--- config.mk ---
export PLATFORM = sky130hd
export DESIGN_NAME = sequencer_top
export DESIGN_NICKNAME = d
export VERILOG_FILES = /design/src/source/seq_pkg.sv /design/src/source/opcode_decode.sv /design/src/source/cycle_sequencer.sv /design/src/source/exec_ctrl.sv /design/src/source/sequencer_top.sv
export VERILOG_INCLUDE_DIRS = /design/src /design/src/source
export SDC_FILE = /design/constraint.sdc
export NUM_CORES = 1
export LEC_CHECK = 0
export ABC_AREA = 1
export BUFFER_PORTS_ARGS = -buffer_cell sky130_fd_sc_hd__buf_2
export CAP_MARGIN = 15
export CORE_AREA = 2 2 52 73
export DETAILED_ROUTE_END_ITERATION = 10
export DIE_AREA = 0 0 54 75
export HOLD_SLACK_MARGIN = 0.03
export PLACE_DENSITY = 0.85
export SYNTH_ARGS = -nofsm -noshare
export SYNTH_HDL_FRONTEND = slang
export SYNTH_SLANG_ARGS = --single-unit
--- constraint.sdc ---
create_clock -name sys -period 3.4 [get_ports sys]
set_input_delay 0.51 -clock sys [delete_from_list [all_inputs] [get_ports sys]]
set_output_delay 0.51 -clock sys [all_outputs]
set_load 0.02 [all_outputs]
--- src/source/seq_settings.svh ---
`ifndef SEQ_SETTINGS_SVH
`define SEQ_SETTINGS_SVH

// Status register layout
`define SEQ_DATA_W 8
`define SEQ_STATUS_C 0
`define SEQ_STATUS_Z 1
`define SEQ_STATUS_I 2
`define SEQ_STATUS_D 3
`define SEQ_STATUS_B 4
`define SEQ_STATUS_R 5
`define SEQ_STATUS_V 6
`define SEQ_STATUS_N 7

// Code widths of the instruction fields
`define SEQ_OPCODE_W 6
`define SEQ_MODE_W 4

`endif

--- src/source/seq_pkg.sv ---
`include "seq_settings.svh"

package seq_pkg;

	typedef enum logic [`SEQ_OPCODE_W-1:0] {
		ADC, SBC, BIT, CMP, CPX, CPY,
		AND, ORA, EOR,
		ASL, LSR, ROL, ROR,
		INC, INX, INY, DEC, DEX, DEY,
		LDA, LDX, LDY, STA, STX, STY,
		SEC, SED, SEI, CLC, CLD, CLI, CLV,
		TAX, TAY, TSX, TXA, TXS, TYA,
		BCC, BCS, BNE, BEQ, BPL, BMI, BVC, BVS,
		JMP, NOP
	} opcode_e;

	typedef enum logic [`SEQ_MODE_W-1:0] {
		Imp, Imm, Zp, ZpX, ZpY, Abs, AbX, AbY, Rel
	} addr_mode_e;

	typedef enum logic [3:0] {
		ALU_TXA, ALU_TXB, ALU_ADD, ALU_SUB, ALU_AND,
		ALU_ORA, ALU_EOR, ALU_ROL, ALU_ROR, ALU_BIT
	} alu_func_e;

	typedef enum logic [2:0] {
		Fetch, Decode, ReadH, ReadHP, Execute, WriteBack, Branch, BranchOVF
	} step_e;

	typedef logic [`SEQ_DATA_W-1:0] status_t;

	typedef struct packed {
		logic branch_taken;
		logic is_jmp;
		logic is_rmw;
		logic is_store;
	} op_class_t;

	typedef struct packed {
		logic pc_addr_oe;
		logic ad_addr_oe;
	} addr_ctrl_t;

	typedef struct packed {
		logic inc;
		logic load;
	} pc_ctrl_t;

	// ALU A input, one select at a time
	typedef struct packed {
		logic con, acc, x, y, p, sp, dl, adl, adh, pcl, pch;
	} alu_bus_a_t;

	typedef struct packed {
		logic bus, con, dl;
	} alu_bus_b_t;

	// Result destinations
	typedef struct packed {
		logic bus, acc, x, y, p, sp, adl, adh, pcl, pch;
	} alu_bus_o_t;

	typedef struct packed {
		alu_func_e func;
		logic cinclr;
		alu_bus_a_t a;
		alu_bus_b_t b;
		alu_bus_o_t o;
	} alu_ctrl_t;

	typedef struct packed {
		status_t mask;	// Bits taken from the ALU flags
		status_t set;
		status_t clear;
	} p_ctrl_t;

endpackage

--- src/source/opcode_decode.sv ---
`timescale 1ns/1ns
`include "seq_settings.svh"

module opcode_decode (
	input seq_pkg::opcode_e opcode_i,
	input seq_pkg::status_t p_i,
	output seq_pkg::op_class_t op_class_o
);
	import seq_pkg::*;

	always_comb begin
		op_class_o = '0;
		case (opcode_i)
		// Branch condition against the current flags
		BCC:	op_class_o.branch_taken = ~p_i[`SEQ_STATUS_C];
		BCS:	op_class_o.branch_taken = p_i[`SEQ_STATUS_C];
		BNE:	op_class_o.branch_taken = ~p_i[`SEQ_STATUS_Z];
		BEQ:	op_class_o.branch_taken = p_i[`SEQ_STATUS_Z];
		BPL:	op_class_o.branch_taken = ~p_i[`SEQ_STATUS_N];
		BMI:	op_class_o.branch_taken = p_i[`SEQ_STATUS_N];
		BVC:	op_class_o.branch_taken = ~p_i[`SEQ_STATUS_V];
		BVS:	op_class_o.branch_taken = p_i[`SEQ_STATUS_V];
		JMP:	op_class_o.is_jmp = 1'b1;
		ASL, LSR,
		ROL, ROR,
		INC, DEC:	op_class_o.is_rmw = 1'b1;	// Write-back in memory modes
		STA, STX,
		STY:	op_class_o.is_store = 1'b1;
		default:	;
		endcase
	end

endmodule

--- src/source/cycle_sequencer.sv ---
`timescale 1ns/1ns

module cycle_sequencer (
	input logic rst_n_i,
	input logic sys,
	input logic bus_rdy_i,
	input seq_pkg::addr_mode_e mode_i,
	input seq_pkg::op_class_t op_class_i,
	input logic alu_cout_i,
	input logic dl_sign_i,
	output seq_pkg::addr_ctrl_t addr_o,
	output seq_pkg::pc_ctrl_t pc_o,
	output logic ins_we_o,
	output logic execute_o,
	output logic write_back_o,
	output seq_pkg::alu_ctrl_t route_alu_o
);
	import seq_pkg::*;

	step_e step;
	step_e step_next;
	logic cout_prev;	// ALU carry of the previous ready cycle

	always_ff @(posedge sys, negedge rst_n_i) begin
		if (!rst_n_i) begin
			step <= Fetch;
			cout_prev <= 1'b0;
		end else if (bus_rdy_i) begin
			step <= step_next;
			cout_prev <= alu_cout_i;
		end
	end

	always_comb begin
		step_next = step;
		addr_o = '0;
		pc_o = '0;
		ins_we_o = 1'b0;
		execute_o = 1'b0;
		write_back_o = 1'b0;
		route_alu_o = '0;
		route_alu_o.func = ALU_TXB;
		route_alu_o.a.con = 1'b1;
		route_alu_o.b.bus = 1'b1;
		case (step)
		Fetch:	begin
			addr_o.pc_addr_oe = 1'b1;
			pc_o.inc = 1'b1;
			ins_we_o = 1'b1;
			route_alu_o.func = ALU_TXA;	// Zero => ADH
			route_alu_o.o.adh = 1'b1;
			step_next = Decode;
		end
		Decode:	begin
			addr_o.pc_addr_oe = 1'b1;
			pc_o.inc = 1'b1;
			case (mode_i)
			Imp, Imm:	begin
				pc_o.inc = (mode_i == Imm);	// No operand byte for implied
				execute_o = 1'b1;
				step_next = Fetch;
			end
			Zp, Abs:	begin
				route_alu_o.o.adl = 1'b1;	// BUS => ADL
				step_next = (mode_i == Zp) ? Execute : ReadH;
			end
			ZpX, ZpY, AbX, AbY:	begin
				route_alu_o.func = ALU_ADD;	// Index + BUS => ADL
				route_alu_o.cinclr = 1'b1;
				route_alu_o.a.con = 1'b0;
				route_alu_o.a.x = (mode_i == ZpX) || (mode_i == AbX);
				route_alu_o.a.y = (mode_i == ZpY) || (mode_i == AbY);
				route_alu_o.o.adl = 1'b1;
				step_next = (mode_i inside {ZpX, ZpY}) ? Execute : ReadH;
			end
			Rel:	begin
				if (op_class_i.branch_taken) begin
					pc_o.inc = 1'b0;
					route_alu_o.func = ALU_ADD;	// PCL + offset => PCL
					route_alu_o.cinclr = 1'b1;
					route_alu_o.a.con = 1'b0;
					route_alu_o.a.pcl = 1'b1;
					route_alu_o.o.pcl = 1'b1;
					step_next = Branch;
				end else begin
					step_next = Fetch;
				end
			end
			default:	step_next = Fetch;
			endcase
		end
		ReadH:	begin
			addr_o.pc_addr_oe = 1'b1;
			route_alu_o.o.adh = 1'b1;	// BUS => ADH
			if (op_class_i.is_jmp) begin
				pc_o.load = 1'b1;
				step_next = Fetch;
			end else begin
				pc_o.inc = 1'b1;
				// Index add carried out of the low byte
				if ((mode_i inside {AbX, AbY}) && cout_prev)
					step_next = ReadHP;
				else
					step_next = Execute;
			end
		end
		ReadHP:	begin
			addr_o.ad_addr_oe = 1'b1;
			route_alu_o.func = ALU_ADD;	// ADH + 1 => ADH
			route_alu_o.cinclr = 1'b1;
			route_alu_o.a.con = 1'b0;
			route_alu_o.a.adh = 1'b1;
			route_alu_o.b.bus = 1'b0;
			route_alu_o.b.con = 1'b1;
			route_alu_o.o.adh = 1'b1;
			step_next = Execute;
		end
		Execute:	begin
			addr_o.ad_addr_oe = 1'b1;
			execute_o = ~op_class_i.is_rmw;	// RMW only reads here
			step_next = op_class_i.is_rmw ? WriteBack : Fetch;
		end
		WriteBack:	begin
			addr_o.ad_addr_oe = 1'b1;
			execute_o = 1'b1;
			write_back_o = 1'b1;
			step_next = Fetch;
		end
		Branch:	begin
			addr_o.pc_addr_oe = 1'b1;
			route_alu_o.func = dl_sign_i ? ALU_SUB : ALU_ADD;	// PCH +/- 1
			route_alu_o.cinclr = 1'b1;
			route_alu_o.a.con = 1'b0;
			route_alu_o.a.pch = 1'b1;
			route_alu_o.b.bus = 1'b0;
			route_alu_o.b.con = 1'b1;
			if (cout_prev ^ dl_sign_i) begin
				route_alu_o.o.pch = 1'b1;	// Target in another page
				step_next = BranchOVF;
			end else begin
				pc_o.inc = 1'b1;
				step_next = Fetch;
			end
		end
		BranchOVF:	begin
			addr_o.pc_addr_oe = 1'b1;
			pc_o.inc = 1'b1;
			step_next = Fetch;
		end
		default:	step_next = Fetch;
		endcase
	end

endmodule

--- src/source/exec_ctrl.sv ---
`timescale 1ns/1ns
`include "seq_settings.svh"

module exec_ctrl (
	input logic execute_i,
	input logic write_back_i,
	input seq_pkg::opcode_e opcode_i,
	input seq_pkg::addr_mode_e mode_i,
	input seq_pkg::op_class_t op_class_i,
	input seq_pkg::alu_ctrl_t route_alu_i,
	output seq_pkg::alu_ctrl_t alu_o,
	output seq_pkg::p_ctrl_t p_o,
	output logic bus_we_o
);
	import seq_pkg::*;

	logic inc_dec;	// Uses the constant one on B
	logic on_acc;	// Shift or INC/DEC of the accumulator
	logic nz_upd;

	assign inc_dec = opcode_i inside {INC, INX, INY, DEC, DEX, DEY};
	assign on_acc = (mode_i == Imp);
	assign nz_upd = !(opcode_i inside {STA, STX, STY, JMP, NOP,
		SEC, SED, SEI, CLC, CLD, CLI, CLV,
		BCC, BCS, BNE, BEQ, BPL, BMI, BVC, BVS});

	always_comb begin
		alu_o = route_alu_i;
		p_o = '0;
		p_o.mask[`SEQ_STATUS_R] = 1'b1;
		bus_we_o = write_back_i;	// Modified byte back to memory
		if (execute_i) begin
			alu_o = '0;
			alu_o.b.bus = ~inc_dec;
			alu_o.b.con = inc_dec;
			alu_o.cinclr = inc_dec || (opcode_i inside {CMP, CPX, CPY, ASL, LSR});
			case (opcode_i)
			ADC, INC, INX, INY:	alu_o.func = ALU_ADD;
			SBC, CMP, CPX, CPY,
			DEC, DEX, DEY:	alu_o.func = ALU_SUB;
			BIT:	alu_o.func = ALU_BIT;
			AND:	alu_o.func = ALU_AND;
			ORA:	alu_o.func = ALU_ORA;
			EOR:	alu_o.func = ALU_EOR;
			ASL, ROL:	alu_o.func = ALU_ROL;	// ASL has carry-in cleared
			LSR, ROR:	alu_o.func = ALU_ROR;
			STA, STX, STY, TAX,
			TAY, TSX, TXA, TXS, TYA:	alu_o.func = ALU_TXA;
			default:	alu_o.func = ALU_TXB;	// Loads pass the bus
			endcase
			case (opcode_i)
			ADC, SBC, BIT, CMP, AND, ORA,
			EOR, STA, TAX, TAY:	alu_o.a.acc = 1'b1;
			CPX, INX, DEX, STX, TXA, TXS:	alu_o.a.x = 1'b1;
			CPY, INY, DEY, STY, TYA:	alu_o.a.y = 1'b1;
			TSX:	alu_o.a.sp = 1'b1;
			ASL, LSR, ROL, ROR, INC, DEC:	begin
				alu_o.a.acc = on_acc;
				alu_o.a.dl = ~on_acc;
			end
			default:	;
			endcase
			alu_o.a.con = (alu_o.a == '0);	// Constant when no register drives A
			case (opcode_i)
			ADC, SBC, AND, ORA, EOR, LDA, TXA, TYA:	alu_o.o.acc = 1'b1;
			LDX, TAX, TSX, INX, DEX:	alu_o.o.x = 1'b1;
			LDY, TAY, INY, DEY:	alu_o.o.y = 1'b1;
			TXS:	alu_o.o.sp = 1'b1;
			STA, STX, STY:	alu_o.o.bus = 1'b1;
			ASL, LSR, ROL, ROR, INC, DEC:	begin
				alu_o.o.acc = on_acc;
				alu_o.o.bus = ~on_acc;
			end
			default:	;
			endcase
			case (opcode_i)
			ADC, SBC:	begin
				p_o.mask[`SEQ_STATUS_C] = 1'b1;
				p_o.mask[`SEQ_STATUS_V] = 1'b1;
			end
			CMP, CPX, CPY,
			ASL, LSR, ROL, ROR:	p_o.mask[`SEQ_STATUS_C] = 1'b1;
			BIT:	p_o.mask[`SEQ_STATUS_V] = 1'b1;
			SEC:	p_o.set[`SEQ_STATUS_C] = 1'b1;
			SED:	p_o.set[`SEQ_STATUS_D] = 1'b1;
			SEI:	p_o.set[`SEQ_STATUS_I] = 1'b1;
			CLC:	p_o.clear[`SEQ_STATUS_C] = 1'b1;
			CLD:	p_o.clear[`SEQ_STATUS_D] = 1'b1;
			CLI:	p_o.clear[`SEQ_STATUS_I] = 1'b1;
			CLV:	p_o.clear[`SEQ_STATUS_V] = 1'b1;
			default:	;
			endcase
			p_o.mask[`SEQ_STATUS_N] = nz_upd;
			p_o.mask[`SEQ_STATUS_Z] = nz_upd;
			if (op_class_i.is_store)
				bus_we_o = 1'b1;
		end
	end

endmodule

--- src/source/sequencer_top.sv ---
`timescale 1ns/1ns

module sequencer_top (
	input logic sys,
	input logic rst_n_i,
	input logic bus_rdy_i,
	input seq_pkg::opcode_e opcode_i,
	input seq_pkg::addr_mode_e mode_i,
	input seq_pkg::status_t p_i,
	input logic alu_cout_i,
	input logic dl_sign_i,
	output logic ins_we_o,
	output seq_pkg::addr_ctrl_t addr_o,
	output seq_pkg::pc_ctrl_t pc_o,
	output seq_pkg::alu_ctrl_t alu_o,
	output seq_pkg::p_ctrl_t p_o,
	output logic bus_we_o
);
	import seq_pkg::*;

	op_class_t op_class;
	alu_ctrl_t route_alu;	// Per-step address and PC routing
	logic execute;
	logic write_back;

	opcode_decode i_decode (
		.opcode_i(opcode_i),
		.p_i(p_i),
		.op_class_o(op_class)
	);

	cycle_sequencer i_seq (
		.rst_n_i(rst_n_i),
		.sys(sys),
		.bus_rdy_i(bus_rdy_i),
		.mode_i(mode_i),
		.op_class_i(op_class),
		.alu_cout_i(alu_cout_i),
		.dl_sign_i(dl_sign_i),
		.addr_o(addr_o),
		.pc_o(pc_o),
		.ins_we_o(ins_we_o),
		.execute_o(execute),
		.write_back_o(write_back),
		.route_alu_o(route_alu)
	);

	exec_ctrl i_exec (
		.execute_i(execute),
		.write_back_i(write_back),
		.opcode_i(opcode_i),
		.mode_i(mode_i),
		.op_class_i(op_class),
		.route_alu_i(route_alu),
		.alu_o(alu_o),
		.p_o(p_o),
		.bus_we_o(bus_we_o)
	);

endmodule

======== Word-level counts from Yosys, hierarchy flattened ========
Memories as Yosys holds them, arrays and structs flattened.
Cells that the tools add are included.
cells by class
  equality and inequality tests ........... 62
  muxes and demuxes ....................... 78
  bitwise logic cells ..................... 8
  reductions and logical operators ........ 34
operators by type and width
  cell                number
  $eq 6x5->1 const B  16
  $eq 6x6->1 const B  16
  $mux 1              50
  $eq 6x4->1 const B  8
  $mux 29             1
  $eq 6x3->1 const B  4
  $mux 3              7
  $pmux 3 s7          1
  $reduce_bool 20->1  1
  $reduce_or 6->1     3
  $eq 4x3->1 const B  4
  $pmux 4 s4          1
  $reduce_or 5->1     3
  $mux 2              7
  $eq 3x3->1 const B  4
  $eq 6x2->1 const B  2
  $pmux 6 s2          1
  $reduce_or 3->1     4
  $reduce_or 10->1    1
  $reduce_or 2->1     5
  $pmux 3 s3          1
  $reduce_or 9->1     1
  $eq 4x2->1 const B  2
  $pmux 1 s2          4
  24 further kinds    35
storage, ports and cells
  flip-flop bits (word level) ............. 4
  ROM bits ................................ 256
  logic and storage cells ................. 185
  memories ................................ 1
memory list
  name              words  width  rd ports  clocked after Yosys merged registers in  wr ports  RTL line         RTL
  (name not given)  64     4      1         0                                        0         exec_ctrl.sv:37  case (opcode_i)

======== Logic depth before layout (Yosys ltp) ========
Gate-level depths: netlist of the first run.
  depth in word-level cells ............... 8
  gate-level depth with buffers ........... 14
  depth with buffers taken out ............ 13

======== Hierarchy ========
Synthesis of the first run repeated with hierarchy kept, for this count alone.
unflattened totals
  cells, all modules ...................... 387
  area, all modules ....................... 1941.9 um2
by module, submodules not included
  module           instances  cells each  area an instance (um2)  sequential area each (um2)
  exec_ctrl        1          221         1051.0                  0.0
  cycle_sequencer  1          114         660.6                   100.1
  opcode_decode    1          52          230.2                   0.0

======== Worst setup path after synthesis of the first run ========
No wires, ideal clock.
  path type ............................... input to output
  start point ............................. input port opcode_i[1]
  end point ............................... output port alu_o[14] (netlist bit)
  data arrival time ....................... 1.947 ns
  setup slack ............................. 0.943 ns
  cell stages on the path ................. 10
  cell sequence ........................... buf_6 nor2_2 nand2_1 o21ai_2 nor2_4 nand2_2 nand2_2 buf_6 nor3_2 buf_4
RTL lines
  what                RTL line             RTL
  start: declaration  sequencer_top.sv:7   input seq_pkg::opcode_e opcode_i,
  end: declaration    sequencer_top.sv:15  output seq_pkg::alu_ctrl_t alu_o,

==> flow_metrics.env, run 1 <==
export IMPL_outcome="finished clean"
export IMPL_cts_made_buffers=3
export IMPL_yosysTopAreaCellShare_pct=15.5
export IMPL_gp_congestion=0.934
export IMPL_setup_viol=0
export IMPL_cts_buffer_depth=2
export IMPL_io_buffers=60
export IMPL_hold_violations=0
export IMPL_avgRoutedWirePerCell_um=11.9
export IMPL_drive_gt1_share_pct=27.7
export IMPL_dp_hpwl_um=4040
export IMPL_p_int_mw=0.267
export IMPL_design_die_area_mm2=0.00405
export IMPL_diodes=0
export IMPL_grt_pass1_vias=1805
export IMPL_nets=389
export IMPL_grt_pass1_wl_um=7450
export IMPL_synth_flop_cell="dfrtp_1"
export IMPL_rsz0062_at_grt="no"
export IMPL_yosys_warnings=0
export IMPL_period_needed_ns=2.98
export IMPL_yosys_top_cells_area="nand2_1 (15%), nor2_1 (11%), inv_1 (9.9%)"
export IMPL_pre_cts_slack_ns=0.455
export IMPL_synth_async_sr_flop_share_pct=100
export IMPL_skew_ns=0.00210
export IMPL_fp_dieW_um=54
export IMPL_critical_path_class="in -> out"
export IMPL_cts_hold_buf=0
export IMPL_antenna_found_initial=0
export IMPL_cp_start_kind="input port"
export IMPL_routed_via_count=2143
export IMPL_clock_sinks=4
export IMPL_insertion_delay_ns=0.22
export IMPL_cts_repair_resized=0
export IMPL_grt_overflow_total=0
export IMPL_cts_tree="yes"
export IMPL_swShare_pct=58.6
export IMPL_timing_fmax_ghz=0.335
export IMPL_drv_slew=0
export IMPL_drt_iter0_drc=76
export IMPL_ios=82
export IMPL_die_h_um=75
export IMPL_p_leak_nw=1.10
export IMPL_power_density_mw_per_mm2=339
export IMPL_postSynthAreaPerCell_um2=5.34
export IMPL_finalSetupTns_ns=0
export IMPL_max_vdd_ir_drop_mv=0.257
export IMPL_grt_max_degree=20
export IMPL_first_pass_iters=4
export IMPL_synth_edf_count=0
export IMPL_grt_usage_pct=23.8
export IMPL_via_per_inst=5.30
export IMPL_crit_required_ns=2.89
export IMPL_cts_root_buf="clkbuf_8"
export IMPL_synth_seq_area_share_pct=5.99
export IMPL_ys_seq_elements=4
export IMPL_crit_arrival_ns=2.47
export IMPL_drc_errors=0
export IMPL_ant_nets=0
export IMPL_synth_cell_types=37
export IMPL_start_util_pct=49.5
export IMPL_synth_area_mm2=0.00167
export IMPL_comb_power_share_pct=73.5
export IMPL_clkPwrFrac_pct=15.7
export IMPL_hold_path_class="in -> async"
export IMPL_critPathMaxFanout=15
export IMPL_post_route_period_util_pct=87.7
export IMPL_htreeDepth=1
export IMPL_cts_setup_buffers=0
export IMPL_synthTopCellsByCount="nand2_1 (69), nor2_1 (51), inv_1 (44)"
export IMPL_synthCells=313
export IMPL_worst_slack_ns=0.417
export IMPL_area_growth_pct=13.8
export IMPL_maxCapViolations=0
export IMPL_row_count=25
export IMPL_critPathCaptureType="output pin"
export IMPL_core_area_mm2=0.00338
export IMPL_routed_wl_um=4800
export IMPL_clkTransAtPathRegs_ns=0.03
export IMPL_synth_most_common_cell="nand2_1"
export IMPL_p_switching_mw=0.378
export IMPL_seq_power_share_pct=10.8
export IMPL_synth_top_area_cell="nand2_1"
## cell type report
type | instances | area (µm²)
inverter | 53 | 209
timing repair buffer | 61 | 308
clock buffer | 3 | 41.3
tap | 40 | 50.0
multi-input combinational | 243 | 1190
sequential | 4 | 100
fill | 417 | 1480
## path summary, 6_finish.rpt
check,from,to,slack (ns),cells after the start
worst min register to register,i_seq.step[2]$_DFFE_PN0P_,i_seq.step[2]$_DFFE_PN0P_,0.57,2
max in group asynchronous,rst_n_i,i_seq.cout_prev$_DFFE_PN0P_,3.20,1
worst max register to register,i_seq.step[2]$_DFFE_PN0P_,i_seq.step[2]$_DFFE_PN0P_,1.92,10
min in group sys,alu_cout_i,i_seq.cout_prev$_DFFE_PN0P_,0.51,3
worst max-delay path,opcode_i[4],alu_o[25],0.42,11
worst min-delay path,rst_n_i,i_seq.step[1]$_DFFE_PN0P_,0.09,1
## logic make-up (layout without fill, tap and decap cells)
group	after synthesis	after routing	synth area share, %
xor+xnor	1	1	0.524
simple gates	180	180	49.6
flops	4	4	5.99
other cells	2	17	0.449
compound gates	45	45	17.6
buf+inv	81	117	25.9
## cells in the final DEF (no fill, tap or decap), types with 2 or more instances in the layout
| cell type | Yosys | final |
|---|---|---|
| clkbuf_8 | 0 | 3 |
| nand2_2 | 8 | 8 |
| nor2_4 | 2 | 2 |
| nand3_1 | 20 | 20 |
| a21oi_2 | 2 | 2 |
| nor2_1 | 51 | 51 |
| inv_1 | 44 | 44 |
| o21ai_2 | 2 | 2 |
| dfrtp_1 | 4 | 4 |
| nand4_1 | 3 | 3 |
| nor3_1 | 13 | 13 |
| o2111ai_1 | 3 | 3 |
| nor3_2 | 5 | 5 |
| o21ai_0 | 15 | 15 |
| nand2_4 | 3 | 3 |
| nand2_1 | 69 | 69 |
| buf_2 | 2 | 60 |
| conb_1 | 2 | 17 |
| o211ai_1 | 3 | 3 |
| inv_2 | 7 | 7 |
| o2bb2ai_1 | 2 | 2 |
| a21oi_1 | 10 | 10 |
| nor2_2 | 5 | 5 |
## power groups by stage
| stage | clock network [mW] | registers, mW | logic [mW] |
|---|---|---|---|
| 2_1_floorplan | 0 | 0.0644 | 0.383 |
| 3_3_place_gp | 0 | 0.0694 | 0.469 |
| 3_5_place_dp | 0 | 0.0695 | 0.475 |
| 4_1_cts | 0.102 | 0.0689 | 0.475 |
| 5_1_grt | 0.104 | 0.0710 | 0.525 |
| 6_report | 0.101 | 0.0697 | 0.475 |
## worst max-delay path, cell delays in order
cell and delay, ns:
buf_2 0.14, nor2_2 0.41, inv_2 0.13, o21ai_2 0.29, nor2_4 0.07, nand2_2 0.07
nand2_2 0.15, inv_2 0.30, nor2_1 0.09, a21oi_1 0.13, buf_2 0.18
## sequential cells by signal, indices dropped and copies added, names as in the netlist
register         flops
i_seq.step           3
i_seq.cout_prev      1
## metal layers
layer | global-route usage [%] | vias to the layer above | part of all wire [%]
met5 | 0 | - | 0
met4 | 9.72 | 0 | 2.7
met3 | 3.37 | 18 | 8.2
met2 | 44.9 | 110 | 51
met1 | 25.7 | 940 | 38
li1 | - | 1075 | -
## through the flow
stage / std cells / power (mW) / instance area (µm²) / util, % / hold slack [ns]
finish: 404 / 0.646 / 1900 / 56.3 / 0.0873
global route: 404 / 0.700 / 1900 / 56.3 / 0.0954
CTS: 404 / 0.646 / 1900 / 56.3 / 0.0890
detailed placement: 401 / 0.544 / 1860 / 55.1 / 0.318
global placement: 401 / 0.539 / 1860 / 55.1 / 0.314
floorplan: 328 / 0.447 / 1730 / - / 0.214
No activity file was read; power rests on OpenSTA's default activity.
==> run 2: changes to the inputs <==
- RECOVER_POWER: default -> 100
==> run 2 against run 1 <==
  * Sequential share of layout area increased by 0.18 points
  * Highest routed layer unchanged
  * Critical endpoint unchanged
  * Routed wire length increased by 0.98%
  * Register-to-register slack about the same
==> flow_metrics.env, run 2 (synthesis results as in run 1) <==
export IMPL_ios=82
export IMPL_drt_iter0_drc=78
export IMPL_clkPwrFrac_pct=16.2
export IMPL_avgRoutedWirePerCell_um=12.0
export IMPL_setup_viol=0
export IMPL_timing_fmax_ghz=0.326
export IMPL_fin_hold_ws_ns=0.109
export IMPL_grt_usage_pct=23.8
export IMPL_skew_ns=0.00225
export IMPL_top_regs="i_seq.step (3), i_seq.cout_prev (1)"
export IMPL_cts_root_buf="clkbuf_8"
export IMPL_antenna_found_initial=0
export IMPL_ant_nets=0
export IMPL_cts_tree="yes"
export IMPL_drive_gt1_share_pct=16.8
export IMPL_area_growth_pct=10.1
export IMPL_nets=389
export IMPL_insertion_delay_ns=0.22
export IMPL_grt_pass1_wl_um=7450
export IMPL_regArea_um2=100
export IMPL_nFillCells=436
export IMPL_cts_setup_buffers=0
export IMPL_relSlewSlack_pct=66.2
export IMPL_p_leak_nw=0.956
export IMPL_io_buffers=60
export IMPL_drc_errors=0
export IMPL_core_area_mm2=0.00338
export IMPL_layout_commonest_cell="nand2_1"
export IMPL_finalPower_mw=0.626
export IMPL_dp_hpwl_um=4040
export IMPL_drv_slew=0
export IMPL_outcome="finished clean"
export IMPL_worst_slack_ns=0.329
export IMPL_die_h_um=75
export IMPL_cts_repair_resized=0
export IMPL_post_route_period_util_pct=90.3
export IMPL_maxCapViolations=0
export IMPL_cts_made_buffers=3
export IMPL_rsz0062_at_grt="no"
export IMPL_p_int_mw=0.248
export IMPL_routed_wl_um=4840
export IMPL_hold_violations=0
export IMPL_routed_via_count=2133
export IMPL_grt_max_degree=20
export IMPL_grt_pass1_vias=1805
export IMPL_final_cell_mix="nand2_1 (70), nor2_1 (52), inv_1 (45)"
export IMPL_via_per_inst=5.28
export IMPL_max_vdd_ir_drop_mv=0.248
export IMPL_gp_congestion=0.934
export IMPL_clkTransAtPathRegs_ns=0.03
export IMPL_crit_required_ns=2.89
export IMPL_finalSetupTns_ns=0
export IMPL_critPathCaptureType="output pin"
export IMPL_grt_overflow_total=0
export IMPL_swShare_pct=60.4
export IMPL_cts_buffer_depth=2
export IMPL_fp_dieW_um=54
export IMPL_crit_arrival_ns=2.56
export IMPL_period_needed_ns=3.07
export IMPL_diodes=0
export IMPL_max_slew_worst_pin_slew_ns=0.507
export IMPL_cts_hold_buf=0
export IMPL_cp_start_kind="input port"
export IMPL_row_count=25
export IMPL_critical_path_class="in -> out"
export IMPL_clock_sinks=4
export IMPL_multiInputGateArea_mm2=0.00118
export IMPL_top_register="i_seq.step"
export IMPL_worstReg2RegStart="i_seq.step[2]$_DFFE_PN0P_"
export IMPL_seq_power_share_pct=11.1
export IMPL_largest_reg_flops=3
export IMPL_htreeDepth=1
export IMPL_pre_cts_slack_ns=0.455
export IMPL_hold_path_class="in -> async"
export IMPL_power_density_mw_per_mm2=340
export IMPL_design_die_area_mm2=0.00405
export IMPL_start_util_pct=49.5
export IMPL_comb_power_share_pct=72.7
export IMPL_first_pass_iters=4
export IMPL_critical_path_startpoint="opcode_i[4]"
export IMPL_p_switching_mw=0.378
export IMPL_critPathMaxFanout=15
==> run 2: path summary, 6_finish.rpt <==
check                                                   end  slack [ns]  cells past startpoint
min in group sys                i_seq.cout_prev$_DFFE_PN0P_        0.51                      3
worst min-delay path              i_seq.step[1]$_DFFE_PN0P_        0.11                      1
worst min register to register    i_seq.step[2]$_DFFE_PN0P_        0.57                      2
worst max-delay path                              alu_o[25]        0.33                     11
worst max register to register    i_seq.step[2]$_DFFE_PN0P_        1.93                     10
max in group asynchronous       i_seq.cout_prev$_DFFE_PN0P_        3.11                      1
==> run 2: metrics by stage <==
stage          instances  util, %  cell area [µm²]
2_1_floorplan        328        -             1730
3_3_place_gp         401     55.1             1860
3_5_place_dp         401     55.1             1860
4_1_cts              404     56.3             1900
5_1_grt              404     54.5             1840
6_report             404     54.5             1840
==> run 2: power by group through the flow <==
stage	clock (mW)	combinational [mW]	sequential (mW)
floorplan	0	0.383	0.0644
global placement	0	0.469	0.0694
detailed placement	0	0.475	0.0695
CTS	0.102	0.475	0.0689
global route	0.104	0.504	0.0710
finish	0.101	0.455	0.0697
==> run 2: critical path, stage by stage <==
cell,delay (ns)
buf_2,0.14
nor2_2,0.39
inv_1,0.21
o21ai_2,0.26
nor2_1,0.12
nand2_2,0.08
nand2_2,0.14
inv_2,0.29
nor2_1,0.08
a21oi_1,0.14
buf_2,0.19
==> run 2: cell type report <==
cell class / instances / area share (%)
clock buffer: 3 / 2.24
sequential: 4 / 5.44
timing repair buffer: 61 / 14.3
tap: 40 / 2.72
multi-input combinational: 243 / 63.9
inverter: 53 / 11.4
==> run 2: routing by layer <==
| metal | share of wire (%) | vias up | track usage [%] | wire length (µm) |
|---|---|---|---|---|
| met4 | 2.5 | 0 | 9.72 | 119 |
| met3 | 8.6 | 16 | 3.37 | 416 |
| met1 | 37 | 941 | 25.7 | 1810 |
| li1 | - | 1070 | - | - |
| met2 | 52 | 106 | 44.9 | 2500 |
| met5 | 0 | - | 0 | 0 |
